<file path="config.mk">
export PLATFORM = sky130hd
export DESIGN_NAME = umtrx_ctrl_top
export DESIGN_NICKNAME = d
export VERILOG_FILES = /design/src/umtrx_ctrl_pkg.sv /design/src/boot_ctrl.sv /design/src/misc_ctrl_regs.sv /design/src/readback_mux.sv /design/src/setting_reg.sv /design/src/settings_bus.sv /design/src/umtrx_ctrl_top.sv /design/src/vita_timer.sv
export VERILOG_INCLUDE_DIRS = /design/src /design/src/src
export SDC_FILE = /design/constraint.sdc
export NUM_CORES = 1
export LEC_CHECK = 0
export BUFFER_PORTS_ARGS = -buffer_cell sky130_fd_sc_hd__clkbuf_2
export CORE_MARGIN = 2
export CORE_UTILIZATION = 55
export CTS_CLUSTER_SIZE = 12
export DETAILED_ROUTE_END_ITERATION = 8
export HOLD_SLACK_MARGIN = 0.05
export MAX_ROUTING_LAYER = met4
export PLACE_DENSITY_LB_ADDON = 0.2
export SYNTH_ARGS = -nofsm -noshare
export SYNTH_HDL_FRONTEND = slang
export SYNTH_SLANG_ARGS = --single-unit
</file>
<file path="constraint.sdc">
create_clock -name wb_clk -period 6.88 [get_ports wb_clk]
set_input_delay 0.344 -clock wb_clk [delete_from_list [all_inputs] [get_ports wb_clk]]
set_output_delay 0.344 -clock wb_clk [all_outputs]
set_load 0.005 [all_outputs]
</file>
<file path="src/umtrx_ctrl_cfg.svh">
// Settings addresses, register offsets, reset values, compat number, readback indices
`ifndef UMTRX_CTRL_CFG_SVH
`define UMTRX_CTRL_CFG_SVH

// Settings address bases
`define SR_MISC          0
`define SR_TIME64        10
`define SR_DIVSW         180

// Offsets within the misc block
`define MISC_LMS_RES     0
`define MISC_LED_SW      3
`define MISC_PHY_RESET   4
`define MISC_BLDR_DONE   5
`define MISC_LED_SRC     6

// Offsets within the time block, bit 0 of control is "now"
`define TIME_HI          0
`define TIME_LO          1
`define TIME_CTRL        2

// Reset values
`define LED_SRC_RESET    8'h1E
`define DIVSW_RESET      1

// Bump when the register map changes, major 9 minor 0
`define COMPAT_NUM       32'h0009_0000

// Readback word indices
`define RB_TIME_HI       4'd10
`define RB_TIME_LO       4'd11
`define RB_COMPAT        4'd12
`define RB_STATUS        4'd13
`define RB_PPS_HI        4'd14
`define RB_PPS_LO        4'd15

`endif

</file>
<file path="src/umtrx_ctrl_pkg.sv">
// Shared data types for the control slice and the boot FSM state encoding
package umtrx_ctrl_pkg;

   //////////////////////////////////////////////////
   // Settings bus

   // Register address as carried on the settings bus
   typedef logic [7:0]  set_addr_t;

   // Settings write data and readback word
   typedef logic [31:0] set_data_t;

   //////////////////////////////////////////////////
   // Front panel and board control

   // One bit per front panel LED
   typedef logic [7:0]  led_mask_t;

   // Reset lines of the two LMS transceivers
   typedef logic [1:0]  lms_res_t;

   //////////////////////////////////////////////////
   // Timekeeping and readback

   typedef logic [63:0] vita_time_t;

   // Word select for the readback mux, 16 words
   typedef logic [3:0]  rb_index_t;

   // Bootloader handoff
   typedef enum logic {
      BOOT_WAIT = 1'b0,
      BOOT_DONE = 1'b1
   } boot_state_t;

endpackage

</file>
<file path="src/boot_ctrl.sv">
// Bootloader handoff FSM producing the bus reset and the boot done flag
module boot_ctrl (
   input  logic wb_clk,
   input  logic por_rst,
   input  logic bldr_done_i,
   output logic bus_rst_o,
   output logic boot_done_o
);

   import umtrx_ctrl_pkg::*;

   boot_state_t state;

   //////////////////////////////////////////////////
   // Handoff FSM

   always_ff @(posedge wb_clk) begin
      if (por_rst) begin
         state     <= BOOT_WAIT;
         bus_rst_o <= 1'b1;
      end else begin
         case (state)
            BOOT_WAIT: begin
               bus_rst_o <= 1'b0;
               // Bootloader finished, clear the bus once
               if (bldr_done_i) begin
                  state     <= BOOT_DONE;
                  bus_rst_o <= 1'b1;
               end
            end
            BOOT_DONE: begin
               // Terminal until the next power-on reset
               bus_rst_o <= 1'b0;
            end
            default: begin
               state     <= BOOT_WAIT;
               bus_rst_o <= 1'b1;
            end
         endcase
      end
   end

   assign boot_done_o = (state == BOOT_DONE);

endmodule

</file>
<file path="src/misc_ctrl_regs.sv">
// Misc and diversity settings registers with the LED source mux
`include "umtrx_ctrl_cfg.svh"

module misc_ctrl_regs (
   input  logic                       wb_clk,
   input  logic                       bus_rst_i,
   input  logic                       set_stb_i,
   input  umtrx_ctrl_pkg::set_addr_t  set_addr_i,
   input  umtrx_ctrl_pkg::set_data_t  set_data_i,
   input  logic [3:0]                 run_status_i,
   output umtrx_ctrl_pkg::led_mask_t  leds_o,
   output umtrx_ctrl_pkg::lms_res_t   lms_res_o,
   output logic                       phy_resetn_o,
   output logic [1:0]                 divsw_o,
   output logic                       bldr_done_o
);

   import umtrx_ctrl_pkg::*;

   led_mask_t led_sw;
   led_mask_t led_src;
   led_mask_t led_hw;
   logic      phy_reset;

   //////////////////////////////////////////////////
   // Misc block

   setting_reg #(.payload_t(lms_res_t), .MY_ADDR(`SR_MISC + `MISC_LMS_RES)) sr_lms_res (
      .wb_clk(wb_clk), .bus_rst_i(bus_rst_i), .set_stb_i(set_stb_i),
      .set_addr_i(set_addr_i), .set_data_i(set_data_i),
      .value_o(lms_res_o), .changed_o()
   );

   setting_reg #(.payload_t(led_mask_t), .MY_ADDR(`SR_MISC + `MISC_LED_SW)) sr_led_sw (
      .wb_clk(wb_clk), .bus_rst_i(bus_rst_i), .set_stb_i(set_stb_i),
      .set_addr_i(set_addr_i), .set_data_i(set_data_i),
      .value_o(led_sw), .changed_o()
   );

   setting_reg #(.payload_t(logic), .MY_ADDR(`SR_MISC + `MISC_PHY_RESET)) sr_phy (
      .wb_clk(wb_clk), .bus_rst_i(bus_rst_i), .set_stb_i(set_stb_i),
      .set_addr_i(set_addr_i), .set_data_i(set_data_i),
      .value_o(phy_reset), .changed_o()
   );

   setting_reg #(.payload_t(logic), .MY_ADDR(`SR_MISC + `MISC_BLDR_DONE)) sr_bldr (
      .wb_clk(wb_clk), .bus_rst_i(bus_rst_i), .set_stb_i(set_stb_i),
      .set_addr_i(set_addr_i), .set_data_i(set_data_i),
      .value_o(bldr_done_o), .changed_o()
   );

   // 1 = hardware drives the LED, 0 = software
   setting_reg #(
      .payload_t(led_mask_t),
      .MY_ADDR  (`SR_MISC + `MISC_LED_SRC),
      .AT_RESET (led_mask_t'(`LED_SRC_RESET))
   ) sr_led_src (
      .wb_clk(wb_clk), .bus_rst_i(bus_rst_i), .set_stb_i(set_stb_i),
      .set_addr_i(set_addr_i), .set_data_i(set_data_i),
      .value_o(led_src), .changed_o()
   );

   //////////////////////////////////////////////////
   // Diversity switches

   setting_reg #(.payload_t(logic), .MY_ADDR(`SR_DIVSW + 0), .AT_RESET(1'(`DIVSW_RESET))) sr_divsw1 (
      .wb_clk(wb_clk), .bus_rst_i(bus_rst_i), .set_stb_i(set_stb_i),
      .set_addr_i(set_addr_i), .set_data_i(set_data_i),
      .value_o(divsw_o[0]), .changed_o()
   );

   setting_reg #(.payload_t(logic), .MY_ADDR(`SR_DIVSW + 1), .AT_RESET(1'(`DIVSW_RESET))) sr_divsw2 (
      .wb_clk(wb_clk), .bus_rst_i(bus_rst_i), .set_stb_i(set_stb_i),
      .set_addr_i(set_addr_i), .set_data_i(set_data_i),
      .value_o(divsw_o[1]), .changed_o()
   );

   //////////////////////////////////////////////////
   // LED mux and PHY reset

   // Run flags sit in bits 4..1
   assign led_hw = {3'b000, run_status_i, 1'b0};

   assign leds_o = (led_src & led_hw) | (~led_src & led_sw);

   assign phy_resetn_o = ~phy_reset;  // PHY reset pin is active low

endmodule

</file>
<file path="src/readback_mux.sv">
// Registered 16-word readback mux with its Wishbone read ack
`include "umtrx_ctrl_cfg.svh"

module readback_mux (
   input  logic                        wb_clk,
   input  logic                        bus_rst_i,
   input  logic                        wb_stb_i,
   input  logic                        wb_we_i,
   input  logic [15:0]                 wb_adr_i,
   input  umtrx_ctrl_pkg::vita_time_t  vita_time_i,
   input  umtrx_ctrl_pkg::vita_time_t  vita_time_pps_i,
   input  logic                        button_i,
   input  logic [1:0]                  aux_ld_i,
   output umtrx_ctrl_pkg::set_data_t   wb_dat_o,
   output logic                        wb_ack_o
);

   import umtrx_ctrl_pkg::*;

   rb_index_t rb_idx;
   set_data_t rb_word;
   set_data_t status_word;
   logic      rd_req;

   assign rb_idx = wb_adr_i[5:2];
   assign rd_req = wb_stb_i & ~wb_we_i & ~wb_ack_o;

   // Lock detects and the button
   assign status_word = {16'h0000, aux_ld_i[1], aux_ld_i[0], button_i, 13'h0000};

   always_comb begin
      case (rb_idx)
         `RB_TIME_HI: rb_word = vita_time_i[63:32];
         `RB_TIME_LO: rb_word = vita_time_i[31:0];
         `RB_COMPAT:  rb_word = `COMPAT_NUM;
         `RB_STATUS:  rb_word = status_word;
         `RB_PPS_HI:  rb_word = vita_time_pps_i[63:32];
         `RB_PPS_LO:  rb_word = vita_time_pps_i[31:0];
         default:     rb_word = '0;
      endcase
   end

   always_ff @(posedge wb_clk) begin
      if (bus_rst_i) begin
         wb_ack_o <= 1'b0;
      end else begin
         wb_ack_o <= rd_req;
      end
   end

   // Word captured on the same edge as the request
   always_ff @(posedge wb_clk) begin
      if (rd_req) begin
         wb_dat_o <= rb_word;
      end
   end

endmodule

</file>
<file path="src/setting_reg.sv">
// Single addressed settings register with typed payload and change pulse
module setting_reg #(
   parameter type      payload_t = logic,
   parameter int       MY_ADDR   = 0,
   parameter payload_t AT_RESET  = '0
) (
   input  logic                       wb_clk,
   input  logic                       bus_rst_i,
   input  logic                       set_stb_i,
   input  umtrx_ctrl_pkg::set_addr_t  set_addr_i,
   input  umtrx_ctrl_pkg::set_data_t  set_data_i,
   output payload_t                   value_o,
   output logic                       changed_o
);

   import umtrx_ctrl_pkg::*;

   localparam int W = $bits(payload_t);

   logic hit;

   assign hit = set_stb_i & (set_addr_i == set_addr_t'(MY_ADDR));

   always_ff @(posedge wb_clk) begin
      if (bus_rst_i) begin
         value_o   <= AT_RESET;
         changed_o <= 1'b0;
      end else begin
         changed_o <= hit;
         // Keep only the low bits of the bus word
         if (hit) begin
            value_o <= payload_t'(set_data_i[W-1:0]);
         end
      end
   end

endmodule

</file>
<file path="src/settings_bus.sv">
// Wishbone write port that issues one settings bus strobe per write
module settings_bus (
   input  logic                       wb_clk,
   input  logic                       bus_rst_i,
   input  logic                       wb_stb_i,
   input  logic                       wb_we_i,
   input  logic [15:0]                wb_adr_i,
   input  umtrx_ctrl_pkg::set_data_t  wb_dat_i,
   output logic                       wb_ack_o,
   output logic                       set_stb_o,
   output umtrx_ctrl_pkg::set_addr_t  set_addr_o,
   output umtrx_ctrl_pkg::set_data_t  set_data_o
);

   logic wr_req;
   logic wr_ack;

   // Held strobe gets exactly one ack
   assign wr_req = wb_stb_i & wb_we_i & ~wr_ack;

   always_ff @(posedge wb_clk) begin
      if (bus_rst_i) begin
         wr_ack <= 1'b0;
      end else begin
         wr_ack <= wr_req;
      end
   end

   // Word address, byte lanes dropped
   always_ff @(posedge wb_clk) begin
      if (wr_req) begin
         set_addr_o <= wb_adr_i[9:2];
         set_data_o <= wb_dat_i;
      end
   end

   // Strobe and ack leave on the same cycle
   assign wb_ack_o  = wr_ack;
   assign set_stb_o = wr_ack;

endmodule

</file>
<file path="src/umtrx_ctrl_top.sv">
// Control slice top: Wishbone port, settings, timer, readback and boot reset
module umtrx_ctrl_top (
   input  logic                       wb_clk,
   input  logic                       por_rst,
   // Wishbone slave
   input  logic                       wb_stb_i,
   input  logic                       wb_we_i,
   input  logic [15:0]                wb_adr_i,
   input  umtrx_ctrl_pkg::set_data_t  wb_dat_i,
   output umtrx_ctrl_pkg::set_data_t  wb_dat_o,
   output logic                       wb_ack_o,
   // Board
   input  logic                       pps_i,
   input  logic [3:0]                 run_status_i,
   input  logic                       button_i,
   input  logic [1:0]                 aux_ld_i,
   output umtrx_ctrl_pkg::led_mask_t  leds_o,
   output umtrx_ctrl_pkg::lms_res_t   lms_res_o,
   output logic                       phy_resetn_o,
   output logic [1:0]                 divsw_o,
   output logic                       boot_done_o
);

   import umtrx_ctrl_pkg::*;

   logic       bus_rst;
   logic       bldr_done;
   logic       set_stb;
   set_addr_t  set_addr;
   set_data_t  set_data;
   logic       wr_ack;
   logic       rd_ack;
   vita_time_t vita_time;
   vita_time_t vita_time_pps;

   //////////////////////////////////////////////////
   // Reset and bus

   boot_ctrl u_boot_ctrl (
      .wb_clk(wb_clk), .por_rst(por_rst), .bldr_done_i(bldr_done),
      .bus_rst_o(bus_rst), .boot_done_o(boot_done_o)
   );

   settings_bus u_settings_bus (
      .wb_clk(wb_clk), .bus_rst_i(bus_rst),
      .wb_stb_i(wb_stb_i), .wb_we_i(wb_we_i), .wb_adr_i(wb_adr_i), .wb_dat_i(wb_dat_i),
      .wb_ack_o(wr_ack),
      .set_stb_o(set_stb), .set_addr_o(set_addr), .set_data_o(set_data)
   );

   readback_mux u_readback_mux (
      .wb_clk(wb_clk), .bus_rst_i(bus_rst),
      .wb_stb_i(wb_stb_i), .wb_we_i(wb_we_i), .wb_adr_i(wb_adr_i),
      .vita_time_i(vita_time), .vita_time_pps_i(vita_time_pps),
      .button_i(button_i), .aux_ld_i(aux_ld_i),
      .wb_dat_o(wb_dat_o), .wb_ack_o(rd_ack)
   );

   // Only one of the two can fire per access
   assign wb_ack_o = wr_ack | rd_ack;

   //////////////////////////////////////////////////
   // Settings consumers

   misc_ctrl_regs u_misc_ctrl_regs (
      .wb_clk(wb_clk), .bus_rst_i(bus_rst),
      .set_stb_i(set_stb), .set_addr_i(set_addr), .set_data_i(set_data),
      .run_status_i(run_status_i),
      .leds_o(leds_o), .lms_res_o(lms_res_o), .phy_resetn_o(phy_resetn_o),
      .divsw_o(divsw_o), .bldr_done_o(bldr_done)
   );

   vita_timer u_vita_timer (
      .wb_clk(wb_clk), .bus_rst_i(bus_rst),
      .set_stb_i(set_stb), .set_addr_i(set_addr), .set_data_i(set_data),
      .pps_i(pps_i),
      .vita_time_o(vita_time), .vita_time_pps_o(vita_time_pps)
   );

endmodule

</file>
<file path="src/vita_timer.sv">
// 64-bit VITA time counter with immediate or PPS-timed load and PPS latch
`include "umtrx_ctrl_cfg.svh"

module vita_timer (
   input  logic                        wb_clk,
   input  logic                        bus_rst_i,
   input  logic                        set_stb_i,
   input  umtrx_ctrl_pkg::set_addr_t   set_addr_i,
   input  umtrx_ctrl_pkg::set_data_t   set_data_i,
   input  logic                        pps_i,
   output umtrx_ctrl_pkg::vita_time_t  vita_time_o,
   output umtrx_ctrl_pkg::vita_time_t  vita_time_pps_o
);

   import umtrx_ctrl_pkg::*;

   set_data_t  time_hi;
   set_data_t  time_lo;
   logic       ctrl_now;
   logic       ctrl_changed;
   logic       pps_s1;
   logic       pps_s2;
   logic       pps_d;
   logic       pps_edge;
   logic       armed;
   logic       do_load;
   vita_time_t next_time;

   //////////////////////////////////////////////////
   // Staging registers

   setting_reg #(.payload_t(set_data_t), .MY_ADDR(`SR_TIME64 + `TIME_HI)) sr_time_hi (
      .wb_clk(wb_clk), .bus_rst_i(bus_rst_i), .set_stb_i(set_stb_i),
      .set_addr_i(set_addr_i), .set_data_i(set_data_i),
      .value_o(time_hi), .changed_o()
   );

   setting_reg #(.payload_t(set_data_t), .MY_ADDR(`SR_TIME64 + `TIME_LO)) sr_time_lo (
      .wb_clk(wb_clk), .bus_rst_i(bus_rst_i), .set_stb_i(set_stb_i),
      .set_addr_i(set_addr_i), .set_data_i(set_data_i),
      .value_o(time_lo), .changed_o()
   );

   // Writing control commits the staged time
   setting_reg #(.payload_t(logic), .MY_ADDR(`SR_TIME64 + `TIME_CTRL)) sr_time_ctrl (
      .wb_clk(wb_clk), .bus_rst_i(bus_rst_i), .set_stb_i(set_stb_i),
      .set_addr_i(set_addr_i), .set_data_i(set_data_i),
      .value_o(ctrl_now), .changed_o(ctrl_changed)
   );

   //////////////////////////////////////////////////
   // PPS sync and rising edge

   always_ff @(posedge wb_clk) begin
      if (bus_rst_i) begin
         pps_s1 <= 1'b0;
         pps_s2 <= 1'b0;
         pps_d  <= 1'b0;
      end else begin
         pps_s1 <= pps_i;
         pps_s2 <= pps_s1;
         pps_d  <= pps_s2;
      end
   end

   assign pps_edge = pps_s2 & ~pps_d;

   // Timed load waits here for the next edge
   always_ff @(posedge wb_clk) begin
      if (bus_rst_i) begin
         armed <= 1'b0;
      end else if (ctrl_changed & ~ctrl_now) begin
         armed <= 1'b1;
      end else if (pps_edge) begin
         armed <= 1'b0;
      end
   end

   //////////////////////////////////////////////////
   // Counter and PPS latch

   assign do_load = (ctrl_changed & ctrl_now) | (armed & pps_edge);

   always_comb begin
      if (do_load) begin
         next_time = {time_hi, time_lo};
      end else begin
         next_time = vita_time_o + 64'd1;
      end
   end

   // Latch sees the loaded value when a timed load fires
   always_ff @(posedge wb_clk) begin
      if (bus_rst_i) begin
         vita_time_o     <= '0;
         vita_time_pps_o <= '0;
      end else begin
         vita_time_o <= next_time;
         if (pps_edge) begin
            vita_time_pps_o <= next_time;
         end
      end
   end

endmodule

</file>
==> results of run 1 <==
## final cells by class
cell class,instances,area [sq um]
multi-input cells,1038,5801
fillers,1957,7953
well taps,313,391.6
diodes,1,2.502
flip-flops and latches,296,6650
inverters,10,37.54
clock inverters,5,47.55
repair buffers,148,960.9
clock buffers,52,934.6
## how the worst min path moves through the flow
stage | cells past startpoint | slack (ns) | to
after global placement | 1 | 0.42 | u_vita_timer.pps_s2
after global routing | 3 | 0.08 | u_settings_bus.set_stb_o
after floorplan | 1 | 0.41 | u_vita_timer.pps_s2
after CTS | 3 | 0.06 | u_settings_bus.set_stb_o
final | 3 | 0.07 | u_settings_bus.set_stb_o
after detailed placement | 1 | 0.44 | u_vita_timer.pps_s2
## worst reg2reg max path, cell delays in order (launching register included)
cell,delay (ns)
sky130_fd_sc_hd__dfxtp_1,0.42
sky130_fd_sc_hd__ha_1,0.25
sky130_fd_sc_hd__nand4_1,0.23
sky130_fd_sc_hd__nor3_1,0.67
sky130_fd_sc_hd__nand3_1,0.81
sky130_fd_sc_hd__nor4_1,0.63
sky130_fd_sc_hd__mux2_2,0.41
sky130_fd_sc_hd__a211oi_1,0.24
## metal layers
| layer | wire length, um | vias up | global-route usage |
|---|---|---|---|
| met1 | 16790 | 5424 | 0.4625 |
| met3 | 4059 | 72 | 0.06231 |
| met2 | 16890 | 574 | 0.4751 |
| met5 | 0 | - | - |
| li1 | - | 5368 | - |
| met4 | 1011 | 0 | 0.09305 |
## cells in the mapped netlist (all sizes together) (7+ instances only)
master  number
a211oi      22
o21ai       53
a22oi       62
and2        11
edfxtp      72
a31oi       25
xor2        13
buf         11
nor2       124
nor2b       11
dfxtp      224
or4          7
a21oi      101
xnor2       19
o31a         9
nand4       36
nor3        43
and3        16
nand2b       9
nand3       66
inv         10
mux2         9
clkbuf      94
and4        12
nand2      270
nor4        31
mux2i       27
## through the flow
stage	utilization	instance area (sq um)	hold WS [ns]	setup WS (ns)
after floorplan	-	12820	0.4138	3.657
after global placement	0.5909	13460	0.4227	3.345
after detailed placement	0.5909	13460	0.4360	3.279
after CTS	0.6508	14820	0.05563	3.241
after global routing	0.6509	14830	0.08404	2.980
final	0.6509	14830	0.07126	3.131
## kinds of logic after synthesis
family	count (synthesis)	synth area share
flip-flops	296	0.5184
multiplexers	36	0.02898
buffers and inverters	115	0.03513
AO/OA/AOI/OAI	311	0.1531
XOR/XNOR	32	0.02186
AND/OR/NAND/NOR	658	0.2415
adder cells (fa/ha/maj)	1	0.0009757
## flip-flops by register name, summed over array words and instances (netlist names), 2 cells and up
| register | flops |
|---|---|
| u_misc_ctrl_regs.sr_lms_res.value_o | 2 |
| u_misc_ctrl_regs.sr_led_src.value_o | 8 |
| u_vita_timer.sr_time_lo.value_o | 32 |
| u_misc_ctrl_regs.sr_led_sw.value_o | 8 |
| u_settings_bus.set_addr_o | 8 |
| u_vita_timer.sr_time_hi.value_o | 32 |
| u_readback_mux.wb_dat_o | 32 |
| u_settings_bus.set_data_o | 32 |
| u_vita_timer.vita_time_pps_o | 64 |
| u_vita_timer.vita_time_o | 64 |
## timing repair
item	in CTS	in global routing
buffers inserted	0	0
hold endpoints to repair	39	0
hold buffers	38	0
## power by group through the flow
stage          clock [mW]  sequential (mW)  combinational, mW
5_1_grt              1.70             1.85              0.162
3_3_place_gp            0             1.89              0.127
6_report             1.62             1.85              0.149
2_1_floorplan           0             1.87             0.0826
4_1_cts              1.63             1.85              0.146
3_5_place_dp            0             1.89              0.129
==> insert_results.sql, run 1 <==
INSERT INTO impl_metrics (metric_group, metric, value, unit) VALUES
('worst_setup_path', 'path_buf_inv', '0', ''),
('die', 'placement_rows', '55', ''),
('final_layout', 'finalNetCount', '1586', ''),
('yosys', 'yosys_warnings', '0', ''),
('yosys', 'synth_area', '12820', 'sq um'),
('power', 'power.density_cell_area', '244.4', 'nW/um^2'),
('global_route', 'antenna_found_initial', '3', ''),
('yosys', 'syn-instance-count', '1449', ''),
('worst_setup_path', 'worst_setup_path_startpoint', 'u_vita_timer.vita_time_o[0]', ''),
('worst_setup_path', 'endpoint', 'u_vita_timer.vita_time_pps_o[60]', ''),
('worst_setup_path', 'regToRegStartpoint', 'u_vita_timer.vita_time_o[0]', ''),
('yosys', 'post-synth-top-area-fraction', '0.3498', ''),
('worst_setup_path', 'r2r_cells', '7', ''),
('power', 'report.power.total', '3.623', 'mW'),
('die', 'die_y', '156.7', 'um'),
('worst_setup_path', 'cp.depth', '7', ''),
('die', 'core_area', '22780', 'sq um'),
('worst_setup_path', 'crit_type', 'reg2reg', ''),
('clock_tree', 'cts_resized', '0', ''),
('timing', 'max_slew.worst_pin.slew', '1.185', 'ns'),
('timing', 'final-hold-violation-count', '0', ''),
('power', 'vdd.ir_drop.worst', '0.0002272', 'V'),
('die', 'ioPinCount', '107', ''),
('global_route', 'grt_pass1_vias', '10610', ''),
('power', 'internal_power_component', '2.796', 'mW'),
('clock_tree', 'cts_sinks', '296', ''),
('worst_setup_path', 'critPathArrivalTime', '4.23', 'ns'),
('power', 'comb_power_share', '0.041', ''),
('timing', 'finalWorstPathRequiredPeriod', '3.749', 'ns'),
('worst_setup_path', 'worst-endpoint-required', '7.37', 'ns'),
('global_route', 'largest_net_degree_at_the_start_of_global_routing', '76', ''),
('placement', 'place.detailed.hpwl', '24.48', 'mm'),
('final_layout', 'area.growth.synth_to_final', '15.63', '%'),
('timing', 'achievable-frequency', '0.2667', 'GHz'),
('drt', 'drt.antenna.violating_nets', '0', ''),
('die', 'start_util', '0.5629', ''),
('placement', 'place.gp.congestion', '0.9614', ''),
('worst_setup_path', 'r2r_slack', '3.13', 'ns'),
('status', 'outcome', 'finished clean', ''),
('worst_setup_path', 'cp_top_family', 'simple AND/OR/NAND/NOR gates', ''),
('yosys', 'ys_ff_latch', '296', ''),
('worst_setup_path', 'worst_setup_path_start_kind', 'register', ''),
('power', 'power.share.clock', '0.448', ''),
('hold_path', 'holdCritStartpoint', 'wb_stb_i', ''),
('yosys', 'synthDistinctLibCells', '65', ''),
('clock_tree', 'clock_tree_from_tritoncts', 'built', ''),
('drt', 'dr.pass1.iters', '6', ''),
('placement', 'place.port_buffers', '98', ''),
('drt', 'vias_per_cell', '6.140', ''),
('clock_tree', 'clkTransAtPathRegs', '0.06', 'ns'),
('power', 'switching_fraction_of_total_power', '0.2282', ''),
('final_layout', 'layout_commonest_cell', 'sky130_fd_sc_hd__nand2_1', ''),
('global_route', 'grt.total_usage', '0.3256', ''),
('die', 'die-area', '24550', 'sq um'),
('clock_tree', 'clk_root_buffer_cell', 'sky130_fd_sc_hd__clkbuf_16', ''),
('drt', 'drcViolationCount', '0', ''),
('placement', 'placed_cells', '1767', ''),
('drt', 'vias', '11440', ''),
('timing', 'setup_viol_count_final', '0', ''),
('power', 'power.net_switching', '826.7', 'uW'),
('final_layout', 'most-common-layout-cells', '270 x sky130_fd_sc_hd__nand2_1, 223 x sky130_fd_sc_hd__dfxtp_1, 117 x sky130_fd_sc_hd__nor2_1', ''),
('yosys', 'top_flip_flop_cell_by_instance_count_after_synthesis', 'sky130_fd_sc_hd__dfxtp_1', ''),
('yosys', 'synth_area_leader_cell', 'sky130_fd_sc_hd__dfxtp_1', ''),
('global_route', 'grt_overflow_total', '0', ''),
('timing', 'period_share', '0.5449', ''),
('power', 'static-leakage-power', '5.230', 'nW'),
('yosys', 'synth.net_count', '1510', ''),
('timing', 'worst_slew_slack_as_a_fraction_of_its_limit', '0.2093', ''),
('yosys', 'postSynth.asyncResetShare', '0', ''),
('timing', 'grt_setup_unrepaired', 'no', ''),
('drt', 'route.detailed.wl_per_inst', '20.80', 'um');
(Power assumes the default switching activity.)
==> run 2, diff against run 1 <==
--- a/config.mk
+++ b/config.mk
@@ -8,7 +8,7 @@
 export LEC_CHECK = 0
 export BUFFER_PORTS_ARGS = -buffer_cell sky130_fd_sc_hd__clkbuf_2
 export CORE_MARGIN = 2
-export CORE_UTILIZATION = 55
+export CORE_UTILIZATION = 54
 export CTS_CLUSTER_SIZE = 12
 export DETAILED_ROUTE_END_ITERATION = 8
 export HOLD_SLACK_MARGIN = 0.05
==> constraint.sdc (replaced) <==
create_clock -name wb_clk -period 3.1 [get_ports wb_clk]
set_input_delay 0.155 -clock wb_clk [delete_from_list [all_inputs] [get_ports wb_clk]]
set_output_delay 0.155 -clock wb_clk [all_outputs]
set_load 0.005 [all_outputs]
==> run 2 against run 1 <==
Power is 120% higher; clock skew hardly changed; cell count is 2.1% higher; sequential power is 120% higher; clock-buffer cell count is 1 lower; combinational power is 140% higher; clock power is 120% higher; non-clock buffer count is 34 higher; critical endpoint is now u_vita_timer.vita_time_pps_o[56]; largest cell class unchanged.
==> insert_results.sql, run 2 (synthesized netlist as in run 1, its figures left out) <==
INSERT INTO impl_metrics (metric_group, metric, value, unit) VALUES
('timing', 'grt_setup_unrepaired', 'no', ''),
('worst_setup_path', 'worst_setup_path_start_kind', 'register', ''),
('timing', 'tns', '0', 'ns'),
('final_layout', 'fillCellCount', '2011', ''),
('worst_setup_path', 'critPathArrivalTime', '3.13', 'ns'),
('final_layout', 'layout_top_registers', 'u_vita_timer.vita_time_o: 64 flops, u_vita_timer.vita_time_pps_o: 64 flops', ''),
('drt', 'wl', '38.59', 'mm'),
('timing', 'setup_slack', '0.3770', 'ns'),
('clock_tree', 'cts_sinks', '296', ''),
('timing', 'final-max-slew-violation-count', '0', ''),
('drt', 'dr.pass1.iters', '5', ''),
('placement', 'place.port_buffers', '98', ''),
('drt', 'vias', '11490', ''),
('final_layout', 'post_route_cells_drive_above_1_share', '0.1390', ''),
('clock_tree', 'h-tree-depth', '1', ''),
('clock_tree', 'clkTransAtPathRegs', '0.06', 'ns'),
('final_layout', 'most-common-layout-cells', '270 x sky130_fd_sc_hd__nand2_1, 223 x sky130_fd_sc_hd__dfxtp_1, 117 x sky130_fd_sc_hd__nor2_1', ''),
('drt', 'drt.antenna.violating_nets', '0', ''),
('power', 'static-leakage-power', '5.415', 'nW'),
('power', 'power.density_cell_area', '530.7', 'nW/um^2'),
('global_route', 'grt_overflow_total', '0', ''),
('drt', 'routed-wl-met3', '3.560', 'mm'),
('worst_setup_path', 'crit_type', 'reg2reg', ''),
('drt', 'top_layer', 'met4', ''),
('timing', 'period_share', '0.8784', ''),
('global_route', 'largest_net_degree_at_the_start_of_global_routing', '187', ''),
('timing', 'finalWorstPathRequiredPeriod', '2.723', 'ns'),
('drt', 'vias_per_cell', '6.042', ''),
('die', 'placement_rows', '56', ''),
('flow_run', 'max_cap_check_violation_count', '0', ''),
('final_layout', 'layoutNonFillerInstCount', '1902', ''),
('drt', 'drcViolationCount', '0', ''),
('final_layout', 'multi_input_comb_area', '5787', 'sq um'),
('clock_tree', 'cts_resized', '0', ''),
('global_route', 'grt_pass1_vias', '10860', ''),
('die', 'start_util', '0.5479', ''),
('worst_setup_path', 'worst-endpoint-required', '3.51', 'ns'),
('drt', 'met2_wire_length', '17.12', 'mm'),
('timing', 'layout_skew', '0.01182', 'ns'),
('placement', 'place.gp.congestion', '1.001', ''),
('timing', 'setup_viol_count_final', '0', ''),
('clock_tree', 'clk_root_buffer_cell', 'sky130_fd_sc_hd__clkbuf_16', ''),
('final_layout', 'area.growth.synth_to_final', '17.99', '%'),
('final_layout', 'layout_commonest_cell', 'sky130_fd_sc_hd__nand2_1', ''),
('die', 'core_area', '23400', 'sq um'),
('status', 'outcome', 'finished clean', ''),
('clock_tree', 'clockBufferDepth', '3', ''),
('hold_path', 'hold_path.class', 'in2reg', ''),
('placement', 'place.detailed.hpwl', '24.51', 'mm'),
('die', 'die-area', '24990', 'sq um'),
('clock_tree', 'clock_tree_from_tritoncts', 'built', ''),
('global_route', 'antenna_found_initial', '0', ''),
('global_route', 'grt.total_usage', '0.3199', ''),
('timing', 'achievable-frequency', '0.3672', 'GHz'),
('drt', 'drt-initial-drc-count', '1072', ''),
('placement', 'placed_cells', '1801', ''),
('final_layout', 'final-seq-area', '6650', 'sq um'),
('clock_tree', 'clkLatencyLatePin', '0.56', 'ns'),
('timing', 'worst_slew_slack_as_a_fraction_of_its_limit', '0.4206', ''),
('timing', 'max_slew.worst_pin.slew', '0.8691', 'ns'),
('drt', 'route.detailed.wl_per_inst', '20.29', 'um'),
('drt', 'route.layer.met1.wl', '17.00', 'mm'),
('clock_tree', 'tritoncts.num_buffers', '31', ''),
('final_layout', 'finalNetCount', '1620', ''),
('die', 'die_y', '158.1', 'um'),
('timing', 'final-hold-violation-count', '0', ''),
('global_route', 'first_pass_grt_wire_length', '60.21', 'mm'),
('power', 'vdd.ir_drop.worst', '0.0004605', 'V'),
('worst_setup_path', 'crit_path_max_fanout', '9', ''),
('worst_setup_path', 'worst_setup_ep_type', 'register', ''),
('placement', 'placement.setup.worst_slack', '0.4229', 'ns'),
('die', 'die_width', '158.1', 'um'),
('final_layout', 'antenna_cells_inserted', '0', ''),
('die', 'ioPinCount', '107', '');
[run 2: cell count changes in the layout (fill, tap and decap cells not counted), moves of 2 or more]
| cell | change |
|---|---|
| sky130_fd_sc_hd__buf_4 | +24 |
| sky130_fd_sc_hd__nor2_2 | +3 |
| sky130_fd_sc_hd__buf_12 | +4 |
| sky130_fd_sc_hd__nor2_4 | -3 |
| sky130_fd_sc_hd__clkbuf_8 | -2 |
| sky130_fd_sc_hd__dlygate4sd3_1 | +6 |
| sky130_fd_sc_hd__inv_6 | +2 |
[run 2: final cells by class]
cell class,count,area share
multi-input cells,1038,0.3825
repair buffers,182,0.08470
clock inverters,6,0.004053
flip-flops and latches,296,0.4396
well taps,319,0.02639
inverters,10,0.002481
clock buffers,51,0.06022
[run 2: final timing paths]
check	startpoint	endpoint	slack [ns]	depth (start not counted)
worst max-delay path	u_vita_timer.vita_time_o[0]	u_vita_timer.vita_time_pps_o[56]	0.38	7
worst min-delay path	wb_we_i	u_settings_bus.set_addr_o[6]	0.13	3
worst max register to register	u_vita_timer.vita_time_o[0]	u_vita_timer.vita_time_pps_o[56]	0.38	7
worst min register to register	u_vita_timer.vita_time_pps_o[14]	u_vita_timer.vita_time_pps_o[14]	0.45	2
[run 2: report_power, final]
| part | switching [mW] | internal (mW) | total [mW] |
|---|---|---|---|
| sequential | 0.0691 | 4.02 | 4.09 |
| clock | 1.51 | 2.07 | 3.58 |
| combinational | 0.213 | 0.141 | 0.354 |
| total | 1.79 | 6.24 | 8.03 |
[run 2: repair_timing]
action | 4_1_cts | 5_1_grt
hold buffers | 44 | 0
hold endpoints to repair | 45 | 0
setup buffers | 0 | 0
[run 2: critical path, stage by stage, from the launching register on]
cell	delay (ns)
sky130_fd_sc_hd__dfxtp_1	0.41
sky130_fd_sc_hd__ha_1	0.26
sky130_fd_sc_hd__nand4_1	0.23
sky130_fd_sc_hd__or3_4	0.44
sky130_fd_sc_hd__or4_4	0.58
sky130_fd_sc_hd__o41a_1	0.42
sky130_fd_sc_hd__o21ai_1	0.14
sky130_fd_sc_hd__a31oi_1	0.09
[run 2: metrics by stage]
step                      hold WS, ns  area (sq um)  total power [mW]  utilization
final                          0.1287         15130             8.028       0.6464
after global routing           0.1513         15130             8.230       0.6464
after CTS                      0.1151         15130             8.050       0.6464
after detailed placement       0.3336         13710             4.478       0.5860
after global placement         0.3308         13710             4.473       0.5860
after floorplan                0.2274         12830             4.331            -
[run 2: metal layers]
metal  vias up  GRT usage
met5         -          -
met2       532     0.4863
li1       5422          -
met3        77    0.04517
met4         0    0.08537
met1      5460     0.4512
==> run 3, diff against run 2 <==
--- a/config.mk
+++ b/config.mk
@@ -14,6 +14,7 @@
 export HOLD_SLACK_MARGIN = 0.05
 export MAX_ROUTING_LAYER = met4
 export PLACE_DENSITY_LB_ADDON = 0.2
+export REMOVE_ABC_BUFFERS = 1
 export SYNTH_ARGS = -nofsm -noshare
 export SYNTH_HDL_FRONTEND = slang
 export SYNTH_SLANG_ARGS = --single-unit
==> run 3 against run 2 <==
Power down 3.8%; non-clock buffer count decreased by 2; hold slack worse by 0.0063 ns; largest power group unchanged; global-route usage decreased by 2.9 points; die area unchanged; via count decreased by 1.5%; combinational power down 3%; clock power is 8.1% lower; sequential share of layout area is 0.37 points higher; critical path type unchanged; register-to-register slack lost 0.03 ns; sequential cell count unchanged; utilization decreased by 0.53 points.
==> insert_results.sql, run 3 (synthesized netlist as in run 1, its figures left out) <==
INSERT INTO impl_metrics (metric_group, metric, value, unit) VALUES
('status', 'outcome', 'finished clean', ''),
('drt', 'drt-initial-drc-count', '1214', ''),
('worst_setup_path', 'critPathArrivalTime', '3.17', 'ns'),
('final_layout', 'final_area', '15000', 'sq um'),
('global_route', 'largest_net_degree_at_the_start_of_global_routing', '187', ''),
('drt', 'wl', '35.50', 'mm'),
('die', 'core_area', '23400', 'sq um'),
('clock_tree', 'cts_sinks', '296', ''),
('timing', 'achievable-frequency', '0.3628', 'GHz'),
('die', 'start_util', '0.5479', ''),
('die', 'die_width', '158.1', 'um'),
('power', 'static-leakage-power', '5.342', 'nW'),
('clock_tree', 'clkLatencyLatePin', '0.58', 'ns'),
('final_layout', 'finalNetCount', '1617', ''),
('worst_setup_path', 'crit_type', 'reg2reg', ''),
('worst_setup_path', 'crit_path_max_fanout', '9', ''),
('timing', 'setup_slack', '0.3439', 'ns'),
('placement', 'post_place_instance_area', '13680', 'sq um'),
('clock_tree', 'clock_tree_from_tritoncts', 'built', ''),
('worst_setup_path', 'worst_setup_ep_type', 'register', ''),
('global_route', 'grt_overflow_total', '0', ''),
('global_route', 'grt.total_usage', '0.2912', ''),
('die', 'placement_rows', '56', ''),
('final_layout', 'area.growth.synth_to_final', '17.01', '%'),
('placement', 'place.gp.congestion', '0.9550', ''),
('final_layout', 'layout_top_registers', 'u_vita_timer.vita_time_o: 64 flops, u_vita_timer.vita_time_pps_o: 64 flops', ''),
('timing', 'setup_viol_count_final', '0', ''),
('global_route', 'grt_util_met2', '0.4569', ''),
('drt', 'vias_per_cell', '5.964', ''),
('die', 'ioPinCount', '107', ''),
('power', 'vdd.ir_drop.worst', '0.0004551', 'V'),
('timing', 'worst_slew_slack_as_a_fraction_of_its_limit', '0.4408', ''),
('flow_run', 'max_cap_check_violation_count', '0', ''),
('die', 'die-area', '24990', 'sq um'),
('clock_tree', 'clk_root_buffer_cell', 'sky130_fd_sc_hd__clkbuf_16', ''),
('clock_tree', 'tritoncts.num_buffers', '30', ''),
('final_layout', 'most-common-layout-cells', '270 x sky130_fd_sc_hd__nand2_1, 223 x sky130_fd_sc_hd__dfxtp_1, 118 x sky130_fd_sc_hd__nor2_1', ''),
('timing', 'grt_setup_unrepaired', 'no', ''),
('placement', 'placement.setup.worst_slack', '0.4300', 'ns'),
('global_route', 'grtUsageMet1', '0.4028', ''),
('timing', 'final-hold-violation-count', '0', ''),
('worst_setup_path', 'worst_setup_path_start_kind', 'register', ''),
('final_layout', 'post_route_cells_drive_above_1_share', '0.1331', ''),
('clock_tree', 'clkTransAtPathRegs', '0.06', 'ns'),
('timing', 'layout_skew', '0.02382', 'ns'),
('clock_tree', 'postcts_setup_bufs', '0', ''),
('hold_path', 'hold_path.class', 'in2reg', ''),
('drt', 'vias', '11310', ''),
('drt', 'route.detailed.wl_per_inst', '18.71', 'um'),
('timing', 'period_share', '0.8891', ''),
('timing', 'tns', '0', 'ns'),
('worst_setup_path', 'worst-endpoint-required', '3.51', 'ns'),
('drt', 'drcViolationCount', '0', ''),
('global_route', 'globalRoute.busiestLayer', 'met2', ''),
('final_layout', 'antenna_cells_inserted', '0', ''),
('final_layout', 'layout_commonest_cell', 'sky130_fd_sc_hd__nand2_1', ''),
('placement', 'place.detailed.hpwl', '22.97', 'mm'),
('global_route', 'grt_pass1_vias', '10520', ''),
('drt', 'drt.antenna.violating_nets', '0', ''),
('timing', 'final-max-slew-violation-count', '0', ''),
('timing', 'finalWorstPathRequiredPeriod', '2.756', 'ns'),
('final_layout', 'final_util', '0.6410', ''),
('clock_tree', 'h-tree-depth', '1', ''),
('global_route', 'grt_use_met3', '0.03750', ''),
('global_route', 'antenna_found_initial', '0', ''),
('global_route', 'first_pass_grt_wire_length', '55.72', 'mm'),
('placement', 'place.port_buffers', '98', ''),
('die', 'die_y', '158.1', 'um'),
('clock_tree', 'clockBufferDepth', '3', ''),
('power', 'power.density_cell_area', '515.0', 'nW/um^2'),
('drt', 'dr.pass1.iters', '7', ''),
('timing', 'max_slew.worst_pin.slew', '0.8387', 'ns');
run 3: final timing paths:
check | from | endpoint | slack (ns) | depth (start not counted)
worst max-delay path | u_vita_timer.vita_time_o[0] | u_vita_timer.vita_time_pps_o[56] | 0.34 | 7
worst min-delay path | wb_we_i | u_settings_bus.set_addr_o[4] | 0.12 | 3
worst max register to register | u_vita_timer.vita_time_o[0] | u_vita_timer.vita_time_pps_o[56] | 0.34 | 7
worst min register to register | u_vita_timer.sr_time_lo.value_o[7] | u_vita_timer.sr_time_lo.value_o[7] | 0.45 | 2
run 3: layout make-up:
cell class | count | area, sq um
Timing Repair Buffer | 180 | 1254
Sequential cell | 296 | 6650
Clock inverter | 7 | 58.81
Multi-Input combinational cell | 1038 | 5778
Fill cell | 2007 | 8401
Tap cell | 319 | 399.1
Clock buffer | 47 | 824.5
Inverter | 10 | 37.54
run 3: critical path: stages (launching register included):
cell and delay [ns]:
sky130_fd_sc_hd__dfxtp_1 0.43, sky130_fd_sc_hd__ha_1 0.26, sky130_fd_sc_hd__nand4_1 0.24, sky130_fd_sc_hd__or3_4 0.44, sky130_fd_sc_hd__or4_4 0.58, sky130_fd_sc_hd__o41a_1 0.41, sky130_fd_sc_hd__o21ai_1 0.15, sky130_fd_sc_hd__a31oi_1 0.09
run 3: what timing repair did:
action,in CTS,in global routing
hold buffers,44,0
resized for setup,0,0
hold endpoints to repair,46,0
run 3: where the power goes:
group	internal, mW	switching, mW	total [mW]
sequential	4.02	0.0625	4.09
clock	1.82	1.47	3.29
combinational	0.141	0.203	0.344
run 3: metrics by stage:
step           hold slack [ns]  power (mW)  cells
6_report                0.1223       7.726   1897
2_1_floorplan           0.2274       4.315   1344
4_1_cts                0.08555       7.764   1897
3_3_place_gp            0.3305       4.460   1799
3_5_place_dp            0.3336       4.468   1799
5_1_grt                 0.1488       7.966   1897
run 3: per-layer routing:
layer	up-vias	wire [um]
met3	67	2487
met5	-	0
met4	0	785
met1	5368	15940
met2	466	16280
li1	5412	-
